[src/common/cam_bist_pkg.sv]
`default_nettype none

package cam_bist_pkg;

  // ==================================================
  // Array geometry
  // ==================================================
  localparam int CAM_ENTRIES = 16;
  localparam int CAM_DWIDTH  = 8;
  localparam int CAM_AWIDTH  = 4;
  // Compare bits folded onto each read bit
  localparam int CAM_FOLD    = CAM_ENTRIES / CAM_DWIDTH;
  // Issue to result, reads and searches alike
  localparam int CAM_LAT     = 2;

  // ==================================================
  // Expected match-line select codes
  // ==================================================
  localparam logic [1:0] SEL_ALL_MATCH       = 2'b00;
  localparam logic [1:0] SEL_SINGLE_MATCH    = 2'b01;
  localparam logic [1:0] SEL_SINGLE_MISMATCH = 2'b10;
  localparam logic [1:0] SEL_ALL_MISMATCH    = 2'b11;

  // ==================================================
  // Sequencer phases, in run order
  // ==================================================
  localparam logic [2:0] PH_IDLE        = 3'd0;
  localparam logic [2:0] PH_WR_UNIQUE   = 3'd1;
  localparam logic [2:0] PH_RD_UNIQUE   = 3'd2;
  localparam logic [2:0] PH_SRCH_SINGLE = 3'd3;
  localparam logic [2:0] PH_SRCH_NONE   = 3'd4;
  localparam logic [2:0] PH_WR_BG       = 3'd5;
  localparam logic [2:0] PH_SRCH_ALL    = 3'd6;
  localparam logic [2:0] PH_SINGLE_MISS = 3'd7;

  // Six phases of 16 ops plus the 3-op disturb walk
  localparam int BIST_OPS = 144;

  // Background and disturb patterns
  localparam logic [CAM_DWIDTH-1:0] BG_DATA   = 8'h00;
  localparam logic [CAM_DWIDTH-1:0] MISS_DATA = 8'hFF;

  // Unique word of an entry: inverted index above, index below
  function automatic logic [CAM_DWIDTH-1:0] uniq_data(input logic [CAM_AWIDTH-1:0] a);
    return {~a, a};
  endfunction

  // Same index in both nibbles, never equal to any unique word
  function automatic logic [CAM_DWIDTH-1:0] none_key(input logic [CAM_AWIDTH-1:0] a);
    return {a, a};
  endfunction

endpackage

`default_nettype wire

[src/hw/cam/cam_array.sv]
`timescale 1ns/100ps
`default_nettype none

module cam_array (
  input  wire logic                                bist_clk,
  input  wire logic                                arst_n,
  input  wire logic                                wr_en,
  input  wire logic                                rd_en,
  input  wire logic                                srch_en,
  input  wire logic [cam_bist_pkg::CAM_AWIDTH-1:0]  addr,
  input  wire logic [cam_bist_pkg::CAM_DWIDTH-1:0]  wdata,
  input  wire logic [cam_bist_pkg::CAM_DWIDTH-1:0]  key,
  input  wire logic                                stuck_en,
  input  wire logic                                flip_en,
  input  wire logic [cam_bist_pkg::CAM_AWIDTH-1:0]  fault_entry,
  output logic      [cam_bist_pkg::CAM_DWIDTH-1:0]  rd_data,
  output logic      [cam_bist_pkg::CAM_ENTRIES-1:0] match_lines
);

  // Storage
  logic [cam_bist_pkg::CAM_DWIDTH-1:0]  mem [cam_bist_pkg::CAM_ENTRIES];

  // Request stage
  logic                                 rd_q;
  logic                                 srch_q;
  logic [cam_bist_pkg::CAM_AWIDTH-1:0]  addr_q;
  logic [cam_bist_pkg::CAM_DWIDTH-1:0]  key_q;

  // Result stage inputs
  logic [cam_bist_pkg::CAM_ENTRIES-1:0] hit;
  logic [cam_bist_pkg::CAM_ENTRIES-1:0] stuck_mask;
  logic [cam_bist_pkg::CAM_DWIDTH-1:0]  flip_mask;

  // ==================================================
  // Write port
  // ==================================================
  // Write lands at the edge, visible to the next compare
  always_ff @(posedge bist_clk) begin
    if (wr_en) begin
      mem[addr] <= wdata;
    end
  end

  // ==================================================
  // Request stage
  // ==================================================
  always_ff @(posedge bist_clk or negedge arst_n) begin
    if (!arst_n) begin
      rd_q   <= 1'b0;
      srch_q <= 1'b0;
    end else begin
      rd_q   <= rd_en;
      srch_q <= srch_en;
    end
  end

  always_ff @(posedge bist_clk) begin
    addr_q <= addr;
    key_q  <= key;
  end

  // ==================================================
  // Compare and defect injection
  // ==================================================
  // One comparator per entry against the registered key
  always_comb begin
    for (int e = 0; e < cam_bist_pkg::CAM_ENTRIES; e++) begin
      hit[e] = (mem[e] == key_q);
    end
  end

  // Stuck-low match line at the faulty entry
  assign stuck_mask = stuck_en ? ({{(cam_bist_pkg::CAM_ENTRIES-1){1'b0}}, 1'b1} << fault_entry)
                               : '0;

  // Bit 0 flips only on reads of the faulty entry
  assign flip_mask = {{(cam_bist_pkg::CAM_DWIDTH-1){1'b0}}, flip_en && (addr_q == fault_entry)};

  // ==================================================
  // Result stage
  // ==================================================
  // Results hold between operations
  always_ff @(posedge bist_clk) begin
    if (rd_q) begin
      rd_data <= mem[addr_q] ^ flip_mask;
    end
    if (srch_q) begin
      match_lines <= hit & ~stuck_mask;
    end
  end

endmodule

`default_nettype wire

[src/hw/mbist/mbist_seq.sv]
`timescale 1ns/100ps
`default_nettype none

module mbist_seq (
  input  wire logic                               bist_clk,
  input  wire logic                               arst_n,
  input  wire logic                               start,
  output logic                                    busy,
  output logic                                    done,
  output logic                                    wr_en,
  output logic                                    rd_en,
  output logic                                    srch_en,
  output logic     [cam_bist_pkg::CAM_AWIDTH-1:0] addr,
  output logic     [cam_bist_pkg::CAM_DWIDTH-1:0] wdata,
  output logic     [cam_bist_pkg::CAM_DWIDTH-1:0] key,
  output logic                                    cm_mode,
  output logic     [1:0]                          match_sel,
  output logic                                    chk_en,
  output logic     [cam_bist_pkg::CAM_DWIDTH-1:0] exp_data
);

  logic [2:0]                          phase;
  logic [cam_bist_pkg::CAM_AWIDTH-1:0] idx;
  // Sub-step of the disturb walk: write, search, restore
  logic [1:0]                          step;
  logic [7:0]                          op_cnt;
  // Wide enough for CAM_LAT
  logic [1:0]                          drain_cnt;
  logic                                issuing;
  logic                                last_op;
  logic                                phase_end;

  assign issuing   = (phase != cam_bist_pkg::PH_IDLE);
  assign last_op   = (int'(op_cnt) == cam_bist_pkg::BIST_OPS - 1);
  assign phase_end = (int'(idx) == cam_bist_pkg::CAM_ENTRIES - 1) &&
                     (phase != cam_bist_pkg::PH_SINGLE_MISS || step == 2'd2);

  // ==================================================
  // Phase walk and run control
  // ==================================================
  always_ff @(posedge bist_clk or negedge arst_n) begin
    if (!arst_n) begin
      phase     <= cam_bist_pkg::PH_IDLE;
      idx       <= '0;
      step      <= '0;
      op_cnt    <= '0;
      drain_cnt <= '0;
      busy      <= 1'b0;
      done      <= 1'b0;
    end else if (start && !busy) begin
      phase  <= cam_bist_pkg::PH_WR_UNIQUE;
      idx    <= '0;
      step   <= '0;
      op_cnt <= '0;
      busy   <= 1'b1;
      done   <= 1'b0;
    end else if (issuing) begin
      op_cnt <= op_cnt + 8'd1;
      if (last_op) begin
        // Let the in-flight checks retire before done
        phase     <= cam_bist_pkg::PH_IDLE;
        drain_cnt <= 2'(cam_bist_pkg::CAM_LAT);
      end else if (phase_end) begin
        phase <= phase + 3'd1;
        idx   <= '0;
        step  <= '0;
      end else if (phase == cam_bist_pkg::PH_SINGLE_MISS && step != 2'd2) begin
        step <= step + 2'd1;
      end else begin
        idx  <= idx + 1'b1;
        step <= '0;
      end
    end else if (drain_cnt != '0) begin
      drain_cnt <= drain_cnt - 2'd1;
      if (drain_cnt == 2'd1) begin
        busy <= 1'b0;
        done <= 1'b1;
      end
    end
  end

  // Every op addresses the current index
  assign addr = idx;

  // ==================================================
  // Operation decode
  // ==================================================
  always_comb begin
    wr_en     = 1'b0;
    rd_en     = 1'b0;
    srch_en   = 1'b0;
    wdata     = cam_bist_pkg::BG_DATA;
    key       = cam_bist_pkg::BG_DATA;
    cm_mode   = 1'b0;
    match_sel = cam_bist_pkg::SEL_ALL_MATCH;
    chk_en    = 1'b0;
    exp_data  = '0;
    case (phase)
      cam_bist_pkg::PH_WR_UNIQUE: begin
        wr_en = 1'b1;
        wdata = cam_bist_pkg::uniq_data(idx);
      end
      cam_bist_pkg::PH_RD_UNIQUE: begin
        rd_en    = 1'b1;
        chk_en   = 1'b1;
        exp_data = cam_bist_pkg::uniq_data(idx);
      end
      cam_bist_pkg::PH_SRCH_SINGLE: begin
        // Own word hits only this entry
        srch_en   = 1'b1;
        key       = cam_bist_pkg::uniq_data(idx);
        cm_mode   = 1'b1;
        match_sel = cam_bist_pkg::SEL_SINGLE_MATCH;
        chk_en    = 1'b1;
      end
      cam_bist_pkg::PH_SRCH_NONE: begin
        srch_en   = 1'b1;
        key       = cam_bist_pkg::none_key(idx);
        cm_mode   = 1'b1;
        match_sel = cam_bist_pkg::SEL_ALL_MISMATCH;
        chk_en    = 1'b1;
      end
      cam_bist_pkg::PH_WR_BG: begin
        wr_en = 1'b1;
      end
      cam_bist_pkg::PH_SRCH_ALL: begin
        srch_en = 1'b1;
        cm_mode = 1'b1;
        chk_en  = 1'b1;
      end
      cam_bist_pkg::PH_SINGLE_MISS: begin
        if (step == 2'd1) begin
          // Background search misses only the disturbed entry
          srch_en   = 1'b1;
          cm_mode   = 1'b1;
          match_sel = cam_bist_pkg::SEL_SINGLE_MISMATCH;
          chk_en    = 1'b1;
        end else begin
          // Step 0 disturbs, step 2 restores
          wr_en = 1'b1;
          wdata = (step == 2'd0) ? cam_bist_pkg::MISS_DATA : cam_bist_pkg::BG_DATA;
        end
      end
      default: begin
        wr_en = 1'b0;
      end
    endcase
  end

endmodule

`default_nettype wire

[src/hw/mbist/cam_mbist_outhandler.sv]
`timescale 1ns/100ps
`default_nettype none

module cam_mbist_outhandler (
  input  wire logic                                bist_clk,
  input  wire logic                                arst_n,
  input  wire logic [cam_bist_pkg::CAM_AWIDTH-1:0]  addr,
  input  wire logic [1:0]                          match_sel,
  input  wire logic                                cm_mode,
  input  wire logic [cam_bist_pkg::CAM_ENTRIES-1:0] match_lines,
  input  wire logic [cam_bist_pkg::CAM_DWIDTH-1:0]  rd_data,
  output logic      [cam_bist_pkg::CAM_DWIDTH-1:0]  rd_word,
  output logic      [cam_bist_pkg::CAM_ENTRIES-1:0] match_ref
);

  // Operation info delayed to meet the array results
  logic [cam_bist_pkg::CAM_AWIDTH-1:0]  addr_pipe [cam_bist_pkg::CAM_LAT];
  logic [1:0]                           sel_pipe  [cam_bist_pkg::CAM_LAT];
  logic [cam_bist_pkg::CAM_LAT-1:0]     mode_pipe;

  logic [cam_bist_pkg::CAM_ENTRIES-1:0] one_hot;
  logic [cam_bist_pkg::CAM_ENTRIES-1:0] match_cmp;
  logic [cam_bist_pkg::CAM_DWIDTH-1:0]  fold_word;

  // ==================================================
  // Alignment to the array latency
  // ==================================================
  always_ff @(posedge bist_clk or negedge arst_n) begin
    if (!arst_n) begin
      sel_pipe  <= '{default: cam_bist_pkg::SEL_ALL_MATCH};
      mode_pipe <= '0;
    end else begin
      sel_pipe[0] <= match_sel;
      for (int s = 1; s < cam_bist_pkg::CAM_LAT; s++) begin
        sel_pipe[s] <= sel_pipe[s-1];
      end
      mode_pipe <= {mode_pipe[cam_bist_pkg::CAM_LAT-2:0], cm_mode};
    end
  end

  always_ff @(posedge bist_clk) begin
    addr_pipe[0] <= addr;
    for (int s = 1; s < cam_bist_pkg::CAM_LAT; s++) begin
      addr_pipe[s] <= addr_pipe[s-1];
    end
  end

  // ==================================================
  // Expected match lines
  // ==================================================
  assign one_hot = {{(cam_bist_pkg::CAM_ENTRIES-1){1'b0}}, 1'b1}
                   << addr_pipe[cam_bist_pkg::CAM_LAT-1];

  always_comb begin
    case (sel_pipe[cam_bist_pkg::CAM_LAT-1])
      cam_bist_pkg::SEL_ALL_MATCH:       match_ref = '1;
      cam_bist_pkg::SEL_SINGLE_MATCH:    match_ref = one_hot;
      cam_bist_pkg::SEL_SINGLE_MISMATCH: match_ref = ~one_hot;
      default:                           match_ref = '0;
    endcase
  end

  // ==================================================
  // Compare and compaction
  // ==================================================
  // Any set bit is a disagreeing match line
  assign match_cmp = match_ref ^ match_lines;

  // Bit k collects bits k, k+8, ... of the compare vector
  always_comb begin
    for (int k = 0; k < cam_bist_pkg::CAM_DWIDTH; k++) begin
      fold_word[k] = 1'b0;
      for (int f = 0; f < cam_bist_pkg::CAM_FOLD; f++) begin
        fold_word[k] = fold_word[k] | match_cmp[k + f*cam_bist_pkg::CAM_DWIDTH];
      end
    end
  end

  // Searches share the read-data path
  assign rd_word = mode_pipe[cam_bist_pkg::CAM_LAT-1] ? fold_word : rd_data;

endmodule

`default_nettype wire

[src/hw/mbist/mbist_checker.sv]
`timescale 1ns/100ps
`default_nettype none

module mbist_checker (
  input  wire logic                               bist_clk,
  input  wire logic                               arst_n,
  input  wire logic                               start,
  input  wire logic                               chk_en,
  input  wire logic [cam_bist_pkg::CAM_DWIDTH-1:0] exp_data,
  input  wire logic [cam_bist_pkg::CAM_AWIDTH-1:0] addr,
  input  wire logic [cam_bist_pkg::CAM_DWIDTH-1:0] rd_word,
  output logic                                    fail,
  output logic     [7:0]                          fail_count,
  output logic     [cam_bist_pkg::CAM_AWIDTH-1:0] first_fail_addr
);

  // Check pipeline, retires CAM_LAT cycles after issue
  logic [cam_bist_pkg::CAM_LAT-1:0]    chk_pipe;
  logic [cam_bist_pkg::CAM_DWIDTH-1:0] exp_pipe  [cam_bist_pkg::CAM_LAT];
  logic [cam_bist_pkg::CAM_AWIDTH-1:0] addr_pipe [cam_bist_pkg::CAM_LAT];
  logic                                mismatch;

  // ==================================================
  // Expectation delay
  // ==================================================
  always_ff @(posedge bist_clk or negedge arst_n) begin
    if (!arst_n) begin
      chk_pipe <= '0;
    end else begin
      chk_pipe <= {chk_pipe[cam_bist_pkg::CAM_LAT-2:0], chk_en};
    end
  end

  always_ff @(posedge bist_clk) begin
    exp_pipe[0]  <= exp_data;
    addr_pipe[0] <= addr;
    for (int s = 1; s < cam_bist_pkg::CAM_LAT; s++) begin
      exp_pipe[s]  <= exp_pipe[s-1];
      addr_pipe[s] <= addr_pipe[s-1];
    end
  end

  // Searches expect an all-zero folded word
  assign mismatch = chk_pipe[cam_bist_pkg::CAM_LAT-1] &&
                    (rd_word != exp_pipe[cam_bist_pkg::CAM_LAT-1]);

  // ==================================================
  // Sticky result
  // ==================================================
  always_ff @(posedge bist_clk or negedge arst_n) begin
    if (!arst_n) begin
      fail            <= 1'b0;
      fail_count      <= '0;
      first_fail_addr <= '0;
    end else if (start) begin
      fail            <= 1'b0;
      fail_count      <= '0;
      first_fail_addr <= '0;
    end else if (mismatch) begin
      fail <= 1'b1;
      // Count saturates at all ones
      if (fail_count != 8'hFF) begin
        fail_count <= fail_count + 8'd1;
      end
      // Only the first failure of a run is kept
      if (!fail) begin
        first_fail_addr <= addr_pipe[cam_bist_pkg::CAM_LAT-1];
      end
    end
  end

endmodule

`default_nettype wire

[src/hw/cam_bist_top.sv]
`timescale 1ns/100ps
`default_nettype none

module cam_bist_top (
  input  wire logic                                bist_clk,
  input  wire logic                                arst_n,
  input  wire logic                                start,
  input  wire logic                                stuck_en,
  input  wire logic                                flip_en,
  input  wire logic [cam_bist_pkg::CAM_AWIDTH-1:0]  fault_entry,
  output logic                                     busy,
  output logic                                     done,
  output logic                                     fail,
  output logic      [7:0]                          fail_count,
  output logic      [cam_bist_pkg::CAM_AWIDTH-1:0]  first_fail_addr,
  output logic      [cam_bist_pkg::CAM_ENTRIES-1:0] match_ref
);

  // Sequencer outputs
  logic                                 wr_en;
  logic                                 rd_en;
  logic                                 srch_en;
  logic [cam_bist_pkg::CAM_AWIDTH-1:0]  addr;
  logic [cam_bist_pkg::CAM_DWIDTH-1:0]  wdata;
  logic [cam_bist_pkg::CAM_DWIDTH-1:0]  key;
  logic                                 cm_mode;
  logic [1:0]                           match_sel;
  logic                                 chk_en;
  logic [cam_bist_pkg::CAM_DWIDTH-1:0]  exp_data;

  // Array results and the folded read path
  logic [cam_bist_pkg::CAM_DWIDTH-1:0]  rd_data;
  logic [cam_bist_pkg::CAM_ENTRIES-1:0] match_lines;
  logic [cam_bist_pkg::CAM_DWIDTH-1:0]  rd_word;

  // ==================================================
  // Input side
  // ==================================================
  mbist_seq seq_i (
    .bist_clk, .arst_n, .start, .busy, .done,
    .wr_en, .rd_en, .srch_en, .addr, .wdata, .key,
    .cm_mode, .match_sel, .chk_en, .exp_data
  );

  // Array under test
  cam_array array_i (
    .bist_clk, .arst_n, .wr_en, .rd_en, .srch_en, .addr, .wdata, .key,
    .stuck_en, .flip_en, .fault_entry, .rd_data, .match_lines
  );

  // ==================================================
  // Output side
  // ==================================================
  cam_mbist_outhandler outhandler_i (
    .bist_clk, .arst_n, .addr, .match_sel, .cm_mode,
    .match_lines, .rd_data, .rd_word, .match_ref
  );

  mbist_checker checker_i (
    .bist_clk, .arst_n, .start, .chk_en, .exp_data, .addr, .rd_word,
    .fail, .fail_count, .first_fail_addr
  );

endmodule

`default_nettype wire

[config.mk]
export PLATFORM = sky130hd
export DESIGN_NAME = cam_bist_top
export DESIGN_NICKNAME = d
export VERILOG_FILES = /design/src/common/cam_bist_pkg.sv /design/src/hw/cam/cam_array.sv /design/src/hw/mbist/mbist_seq.sv /design/src/hw/mbist/cam_mbist_outhandler.sv /design/src/hw/mbist/mbist_checker.sv /design/src/hw/cam_bist_top.sv
export SDC_FILE = /design/constraint.sdc
export NUM_CORES = 1
export LEC_CHECK = 0
export ABC_AREA = 1
export BUFFER_PORTS_ARGS = -buffer_cell sky130_fd_sc_hd__buf_2
export CELL_PAD_IN_SITES_DETAIL_PLACEMENT = 0
export CELL_PAD_IN_SITES_GLOBAL_PLACEMENT = 1
export CORE_MARGIN = 2
export CORE_UTILIZATION = 45
export DETAILED_ROUTE_END_ITERATION = 6
export PLACE_DENSITY_LB_ADDON = 0.1
export SYNTH_ARGS = -nofsm -noshare
export SYNTH_HDL_FRONTEND = slang
export SYNTH_SLANG_ARGS = --single-unit
[constraint.sdc]
create_clock -name bist_clk -period 2.4 [get_ports bist_clk]
set_input_delay 0.36 -clock bist_clk [delete_from_list [all_inputs] [get_ports bist_clk]]
set_output_delay 0.36 -clock bist_clk [all_outputs]
set_load 0.005 [all_outputs]
# Word-level counts from Yosys, hierarchy flattened
# Memories as Yosys holds them, arrays and structs flattened. A register that Yosys moved wholly into a read port is not among the register bits.
# Index checks and enable logic that the tools add are counted.
totals:
  output_inout_bits: 31
  inputBits: 9
  ff_bits: 80
  ramBits: 160
  n_memories: 4
  elab_cells: 168
mem_list:
  columns: ["name", "depth", "word_bits", "rd", "rd_ports_with_merged_regs", "write_ports", "line_no", "rtl"]
  rows:
  - ["array_i.mem", 16, 8, 17, 1, 1, "cam_array.sv:21", "logic [cam_bist_pkg::CAM_DWIDTH-1:0] mem [cam_bist_pkg::CAM_ENTRIES];"]
  - ["checker_i.exp_pipe", 2, 8, 2, 0, 2, "mbist_checker.sv:19", "logic [cam_bist_pkg::CAM_DWIDTH-1:0] exp_pipe [cam_bist_pkg::CAM_LAT];"]
  - ["checker_i.addr_pipe", 2, 4, 2, 0, 2, "mbist_checker.sv:20", "logic [cam_bist_pkg::CAM_AWIDTH-1:0] addr_pipe [cam_bist_pkg::CAM_LAT];"]
  - ["outhandler_i.addr_pipe", 2, 4, 2, 0, 2, "cam_mbist_outhandler.sv:17", "logic [cam_bist_pkg::CAM_AWIDTH-1:0] addr_pipe [cam_bist_pkg::CAM_LAT];"]
classes:
  n_reduce_logical: 28
  eq_ne: 40
  shifts: 2
  bitwise: 15
  add_sub_neg: 6
  mux: 53
op_table:
  columns: ["op", "n"]
  rows:
  - ["== test 8 bit", 16]
  - ["2-to-1 mux 8 bit", 9]
  - ["case mux 16 bit (3 select lines)", 1]
  - ["2-to-1 mux 4 bit", 8]
  - ["NOT 16 bit", 2]
  - ["case mux 8 bit (2 select lines)", 2]
  - ["<< shifter 1 x 4 -> 16 bit, first input constant", 2]
  - ["2-to-1 mux 2 bit", 9]
  - ["adder 8 x 1 -> 8 bit, second input constant", 2]
  - ["bitwise AND 16 bit", 1]
  - ["2-to-1 mux 16 bit", 1]
  - ["XOR 16 bit", 1]
  - ["2-to-1 mux 1 bit", 15]
  - ["nonzero test 2 bit", 7]
  - ["== test 3 bit, second input constant", 4]
  - ["2-to-1 mux 3 bit", 4]
  - ["!= test 2 bit, second input constant", 5]
  - ["AND reduction 3 bit", 3]
  - ["== test 8 bit, second input constant", 1]
  - ["!= test 8 bit", 1]
  - ["!= test 8 bit, second input constant", 1]
  - ["OR 1 bit", 8]
  - ["AND reduction 2 bit", 4]
  - ["XOR 8 x 1 -> 8 bit", 1]
  - ["24 further kinds", 36]

# Longest topological paths before layout
# An unclocked memory read counts as a cell.
logic_depth:
  ltp_word: 11
  ltp_mapped: 20
  depth_no_buf: 19

# Modules after synthesis
# From an unflattened synthesis, not the netlist that was laid out.
unflattened:
  hier_cells: 1266
  hier_area_um2: 12049.1
modules_own_cells:
  columns: ["mod", "area_each_um2", "n_inst", "seq_area_each_um2", "cells_each"]
  rows:
  - ["cam_array", 7973.9, 1, 4854.7, 708]
  - ["mbist_seq", 1590.3, 1, 525.5, 218]
  - ["mbist_checker", 1398.8, 1, 855.8, 151]
  - ["cam_mbist_outhandler", 1086.0, 1, 310.3, 189]

# Least setup slack after synthesis
# Ideal clock, no wire load.
synth_path:
  kind: "register to register"
  start: "reg outhandler_i.sel_pipe[0] (netlist name)"
  end: "reg checker_i.fail_count[0]"
  setup_ns: 0.117
  path_stages_with_launch: 19
  setup_slack_ns: 0.528
  t_arrival_ns: 1.756
  period_less_slack_ns: 1.872
  path_buffers: 2
  required_time_ns: 2.283
  cell_sequence: "dfrtp_1 buf_6 inv_2 buf_2 nand2_1 nand2_2 nand2_1 nand2_1 inv_1 nand3_1 nand3_1 nand2_1 nand2_1 nor2_2 nand2_4 nand3_4 nand2_4 nand2_1 nand2_1"
synth_via:
  elab_chain_cells: 9
  elab_cells_between_ends: 18
  classes_between: "3 x eq/ne; 2 x mux; 9 x bitwise; 4 x reduce/logical"
synth_lines:
  columns: ["item", "line_no", "rtl"]
  rows:
  - ["from (decl)", "cam_mbist_outhandler.sv:18", "logic [1:0] sel_pipe [cam_bist_pkg::CAM_LAT];"]
  - ["from (signal, indexed assignment)", "cam_mbist_outhandler.sv:35", "sel_pipe[s] <= sel_pipe[s-1];"]
  - ["== test 2 bit, or another cell as far along", "cam_mbist_outhandler.sv:55", "case (sel_pipe[cam_bist_pkg::CAM_LAT-1])"]
  - ["case mux 16 bit (3 select lines) *", "cam_mbist_outhandler.sv:55", null]
  - ["via match_ref (one bit)", "cam_bist_top.sv:16", "output logic [cam_bist_pkg::CAM_ENTRIES-1:0] match_ref"]
  - ["XOR 16 bit *", "cam_mbist_outhandler.sv:67", "assign match_cmp = match_ref ^ match_lines;"]
  - ["OR 1 bit *", "cam_mbist_outhandler.sv:74", "fold_word[k] = fold_word[k] | match_cmp[k + f*cam_bist_pkg::CAM_DWIDTH];"]
  - ["2-to-1 mux 8 bit *", "cam_mbist_outhandler.sv:80", "assign rd_word = mode_pipe[cam_bist_pkg::CAM_LAT-1] ? fold_word : rd_data;"]
  - ["!= test 8 bit *", "mbist_checker.sv:45", "(rd_word != exp_pipe[cam_bist_pkg::CAM_LAT-1]);"]
  - ["logical AND 1 bit *", "mbist_checker.sv:44", "assign mismatch = chk_pipe[cam_bist_pkg::CAM_LAT-1] &&"]
  - ["nonzero test 2 bit (no source line) *", null, null]
  - ["AND reduction 2 bit (no source line) *", null, null]
  - ["to (signal assigned)", "mbist_checker.sv:63", "fail_count <= fail_count + 8'd1;"]
  - ["to (decl)", "mbist_checker.sv:13", "output logic [7:0] fail_count,"]
# The timed path passes the listed nets; every way through them passes the cells marked *.
# A chain may end at the register's enable or synchronous reset.

# Worst setup path after layout
layout_path:
  start: "reg seq_i.phase[1]"
  end: "mem array_i.mem[8][3] (netlist name), enable pin"
layout_via:
  elab_chain_cells: 5
  elab_cells_between_ends: 7
  classes_between: "3 x eq/ne; 3 x mux; 1 x reduce/logical"
layout_lines:
  columns: ["item", "line_no", "rtl"]
  rows:
  - ["from (decl)", "mbist_seq.sv:22", "logic [2:0] phase;"]
  - ["from (signal assigned)", "mbist_seq.sv:43", "phase <= cam_bist_pkg::PH_IDLE;"]
  - ["from (signal assigned)", "mbist_seq.sv:51", "phase <= cam_bist_pkg::PH_WR_UNIQUE;"]
  - ["from (signal assigned)", "mbist_seq.sv:61", "phase <= cam_bist_pkg::PH_IDLE;"]
  - ["== test 3 bit / == test 3 x 1 -> 1 bit (equally long branches)", "mbist_seq.sv:98", "case (phase)"]
  - ["OR reduction 2 bit (no source line)", null, null]
  - ["case mux 1 bit (2 select lines) *", "mbist_seq.sv:98", null]
  - ["2-to-1 mux 1 bit *", "cam_array.sv:39", "if (wr_en) begin"]
  - ["2-to-1 mux 1 bit (implied by the code) *", "cam_array.sv:40", "mem[addr] <= wdata;"]
  - ["to (decl)", "cam_array.sv:21", null]
# Mark *: on every way between the ends. The rest lies on a longest branch, timed or not.

==> results.tsv <==
stage	metric	value	unit
critical_path	critical path's largest stage delay	670	ps
critical_path	crit-path most repeated cell	nor2_1	
yosys	share of async-settable or async-resettable flops after synthesis	0.189	
timing	measured slew at the worst slew-check pin	825	ps
clock_network	clk_lat worst skew	540	ps
yosys	top-area cell type share of the netlist area	0.389	
timing	achievable clock frequency	435	MHz
grt	wire length of the first global-routing pass	47.0	mm
layout	Final #Nets	1282	
timing	Worst slew margin	0.448	
clock_network	maximum buffer depth of the clock tree	3	
timing	number of endpoints with negative hold slack in the final report	0	
place	post-detailed-placement cell area	12600	µm²
critical_path	cell with the biggest individual delay on the critical path	nor2_1	
timing	worst hold slack after final layout	144	ps
status	status	completed	
clock_network	number of sinks handled by clock tree synthesis	227	
critical_path	cell family contributing the most delay on the critical path	simple AND/OR/NAND/NOR gates	
critical_path	critical path required time	2540	ps
yosys	yosys warns	0	
critical_path	element type at the critical path end	flip-flop	
flow_run	reported max-cap violation count	0	
critical_path	startpoint class of the critical path	flip-flop	
yosys	cells taking the most area after synthesis	edfxtp_1, dfrtp_1, xnor2_1	
grt	total global routing track utilization	0.230	
routing	post-detailed-route wirelength per cell	19.3	µm
yosys	part of the Yosys area used for sequential elements	0.535	
clock_network	buffer cell driving the clock tree root	clkbuf_16	
place	Final GP Congestion	0.842	
place	HPWL reported at the end of detailed placement	22.4	mm
routing	antenna-violating nets left	0	
layout	fin area	13500	µm²
layout	fraction of layout instances using a drive strength above 1	0.148	
critical_path	Crit Path Class	reg2reg	
critical_path	WP buf/inv	2	
clock_network	count of H-tree levels built during CTS	1	
grt	via count of the first global-routing pass	7990	
place	total of buffers placed on input and output ports	39	
clock_network	clock slew at the register clock pins of the worst setup and hold paths	60	ps
clock_network	Num CTS Buffers	26	
timing	Slew Limit Fails	0	
timing	share of the cycle needed by the critical path after routing	0.959	
yosys	number of distinct standard cells referenced by the synthesized netlist	46	
yosys	most common flop cell mapped by yosys	edfxtp_1	
yosys	average footprint of a synthesized cell	9.99	µm²
routing	1st-iter DRT viols	810	
clock_network	TritonCTS clock tree	yes	
grt	total global routing overflow	0	
layout	growth of design area from synthesis to finish	15.0	%
grt	largest net degree at the start of global routing	34	
layout	number of antenna repair diodes	0	
layout	leading cell types in the layout, fill and taps excluded	nand2_1, edfxtp_1, xnor2_1	
yosys	count of flip-flops with a built-in enable after synthesis	152	
routing	Pre-antenna DRT Iters	5	
yosys	number of instances in the synthesized netlist	1176	
yosys	netlist area before placement	11700	µm²
power	Lkg Pwr	5.40	nW
floorplanning	count of boundary I/O pins	40	
clock_network	post-CTS setup-driven buffer insertion count	0	
worst_hold_path	worst hold path class	in2reg	
timing	setup repair after global routing missed its margin	yes	
timing	maximum clock skew at final layout	37.2	ps
floorplanning	initial cell density of the core	0.455	
yosys	register bit count reported by yosys	227	
yosys	number of nets in the synthesized netlist	1203	
timing	final worst path period need	2300	ps
routing	total DRC errors in the routed layout	0	
power	Max rail drop VDD	0.615	mV
floorplanning	floorplan die width	166	µm
timing	setup violators final	0	
critical_path	crit-path max FO	8	
yosys	leading area contributor after synthesis	edfxtp_1	
grt	antenna violations before repair	0	
routing	drt total wl	31.1	mm
floorplanning	area of the core	25800	µm²
floorplanning	FP Rows	59	
layout	most frequent standard cell in the layout excluding fill and tap cells	nand2_1	
routing	detailed-route via count	8446	
power	pwr dens	1290	nW/µm²
critical_path	cells along the critical path	ha_1, ha_1, inv_1, nor2_1, nor2_1, inv_1, nand2_1, nor2_1	
critical_path	arrival time reported for the critical path endpoint	2440	ps
routing	post-DR vias/cell	5.25	
floorplanning	Die Ht	166	µm
floorplanning	floorplan die area	27400	µm²
==> cell families (layout without fill, tap and decap cells) <==
| group | count (synthesis) | after routing | synth area share |
|---|---|---|---|
| DFF | 227 | 227 | 0.535 |
| muxes | 32 | 32 | 0.0273 |
| and+or+nand+nor | 427 | 427 | 0.175 |
| AOI/OAI and AO/OA | 167 | 167 | 0.0820 |
| xor gates and xnor gates | 134 | 134 | 0.0999 |
| adders and majority gates | 18 | 18 | 0.0192 |
| buffers and inverters | 171 | 270 | 0.0622 |
==> cells in the mapped netlist (3+ instances only) <==
cell,count
o2111ai_1,7
inv_2,7
nand3_1,84
dfxtp_1,32
nand3b_1,7
buf_6,7
nand4_1,46
edfxtp_1,152
buf_1,3
inv_1,108
o21ai_1,6
o21ai_0,73
dfrtp_1,43
nand2_1,155
nor2_1,89
mux2i_1,32
xor2_1,19
a211oi_1,3
o211ai_1,30
or2_2,6
clkbuf_1,25
ha_1,18
buf_2,15
nor2_2,4
xnor2_1,115
clkinv_1,3
nor3_1,15
nand2_2,5
nor2_8,3
a21oi_1,41
nand3_2,3
==> routing by layer <==
metal	wire, µm	track usage
met3	1620	0.0267
met1	14600	0.336
met2	14300	0.371
met4	524	0.0431
met5	0	0
==> layout make-up <==
type	count	area, µm²
inverters	118	448
flip-flops and latches	227	6290
well taps	335	419
fillers	2406	12300
clock inverters	13	160
clock buffers	35	736
multi-input cells	778	4750
repair buffers	104	711
==> power breakdown <==
part / switching, mW / total [mW] / internal, mW
registers: 0.680 / 6.08 / 5.40
logic: 4.62 / 7.25 / 2.62
clock network: 1.57 / 4.05 / 2.48
==> stage by stage <==
stage / power (mW) / util / setup slack (ps) / std cells / TNS (ps)
2_1_floorplan: 10.7 / - / 528 / 1176 / 0
3_3_place_gp: 13.4 / 0.487 / 72.7 / 1561 / 0
3_5_place_dp: 13.4 / 0.487 / 74.6 / 1561 / 0
4_1_cts: 17.5 / 0.522 / 59.9 / 1610 / 0
5_1_grt: 18.5 / 0.523 / -69.6 / 1610 / -898
6_report: 17.4 / 0.523 / 99.5 / 1610 / 0
==> state kept, by name (all words and copies together), names as in the netlist <==
signal and flops:
array_i.key_q 8, array_i.match_lines 16, array_i.mem 128, array_i.rd_data 8
array_i.rd_q 1, checker_i.addr_pipe 7, checker_i.chk_pipe 2, checker_i.exp_pipe 16
checker_i.fail 1, checker_i.fail_count 8, checker_i.first_fail_addr 4, outhandler_i.addr_pipe 1
outhandler_i.mode_pipe 2, outhandler_i.sel_pipe 4, seq_i.addr 4, seq_i.busy 1
seq_i.done 1, seq_i.drain_cnt 2, seq_i.op_cnt 8, seq_i.phase 3
seq_i.step 2
==> worst paths after layout <==
path	start	endpoint	slack (ps)	cells after the start
setup / recovery	seq_i.phase[1]$_DFFE_PN0P_	array_i.mem[8][3]$_DFFE_PP_	100	8
setup reg to reg	seq_i.phase[1]$_DFFE_PN0P_	array_i.mem[8][3]$_DFFE_PP_	100	8
hold reg to reg	checker_i.exp_pipe[0][3]$_SDFF_PN0_	checker_i.exp_pipe[0][11]$_DFF_P_	330	0
min in group asynchronous	arst_n	seq_i.busy$_DFFE_PN0P_	390	2
max in group asynchronous	arst_n	outhandler_i.sel_pipe[3]$_DFF_PN0_	1390	3
hold / removal	start	checker_i.fail$_DFFE_PN0P_	140	2
==> timing repair <==
action,in CTS,in global routing
hold endpoints to repair,25,0
hold buffers,1,0
gates resized for setup,0,11
endpoints found under the setup margin,0,70
Note: power is estimated with default switching activity, not from simulation.
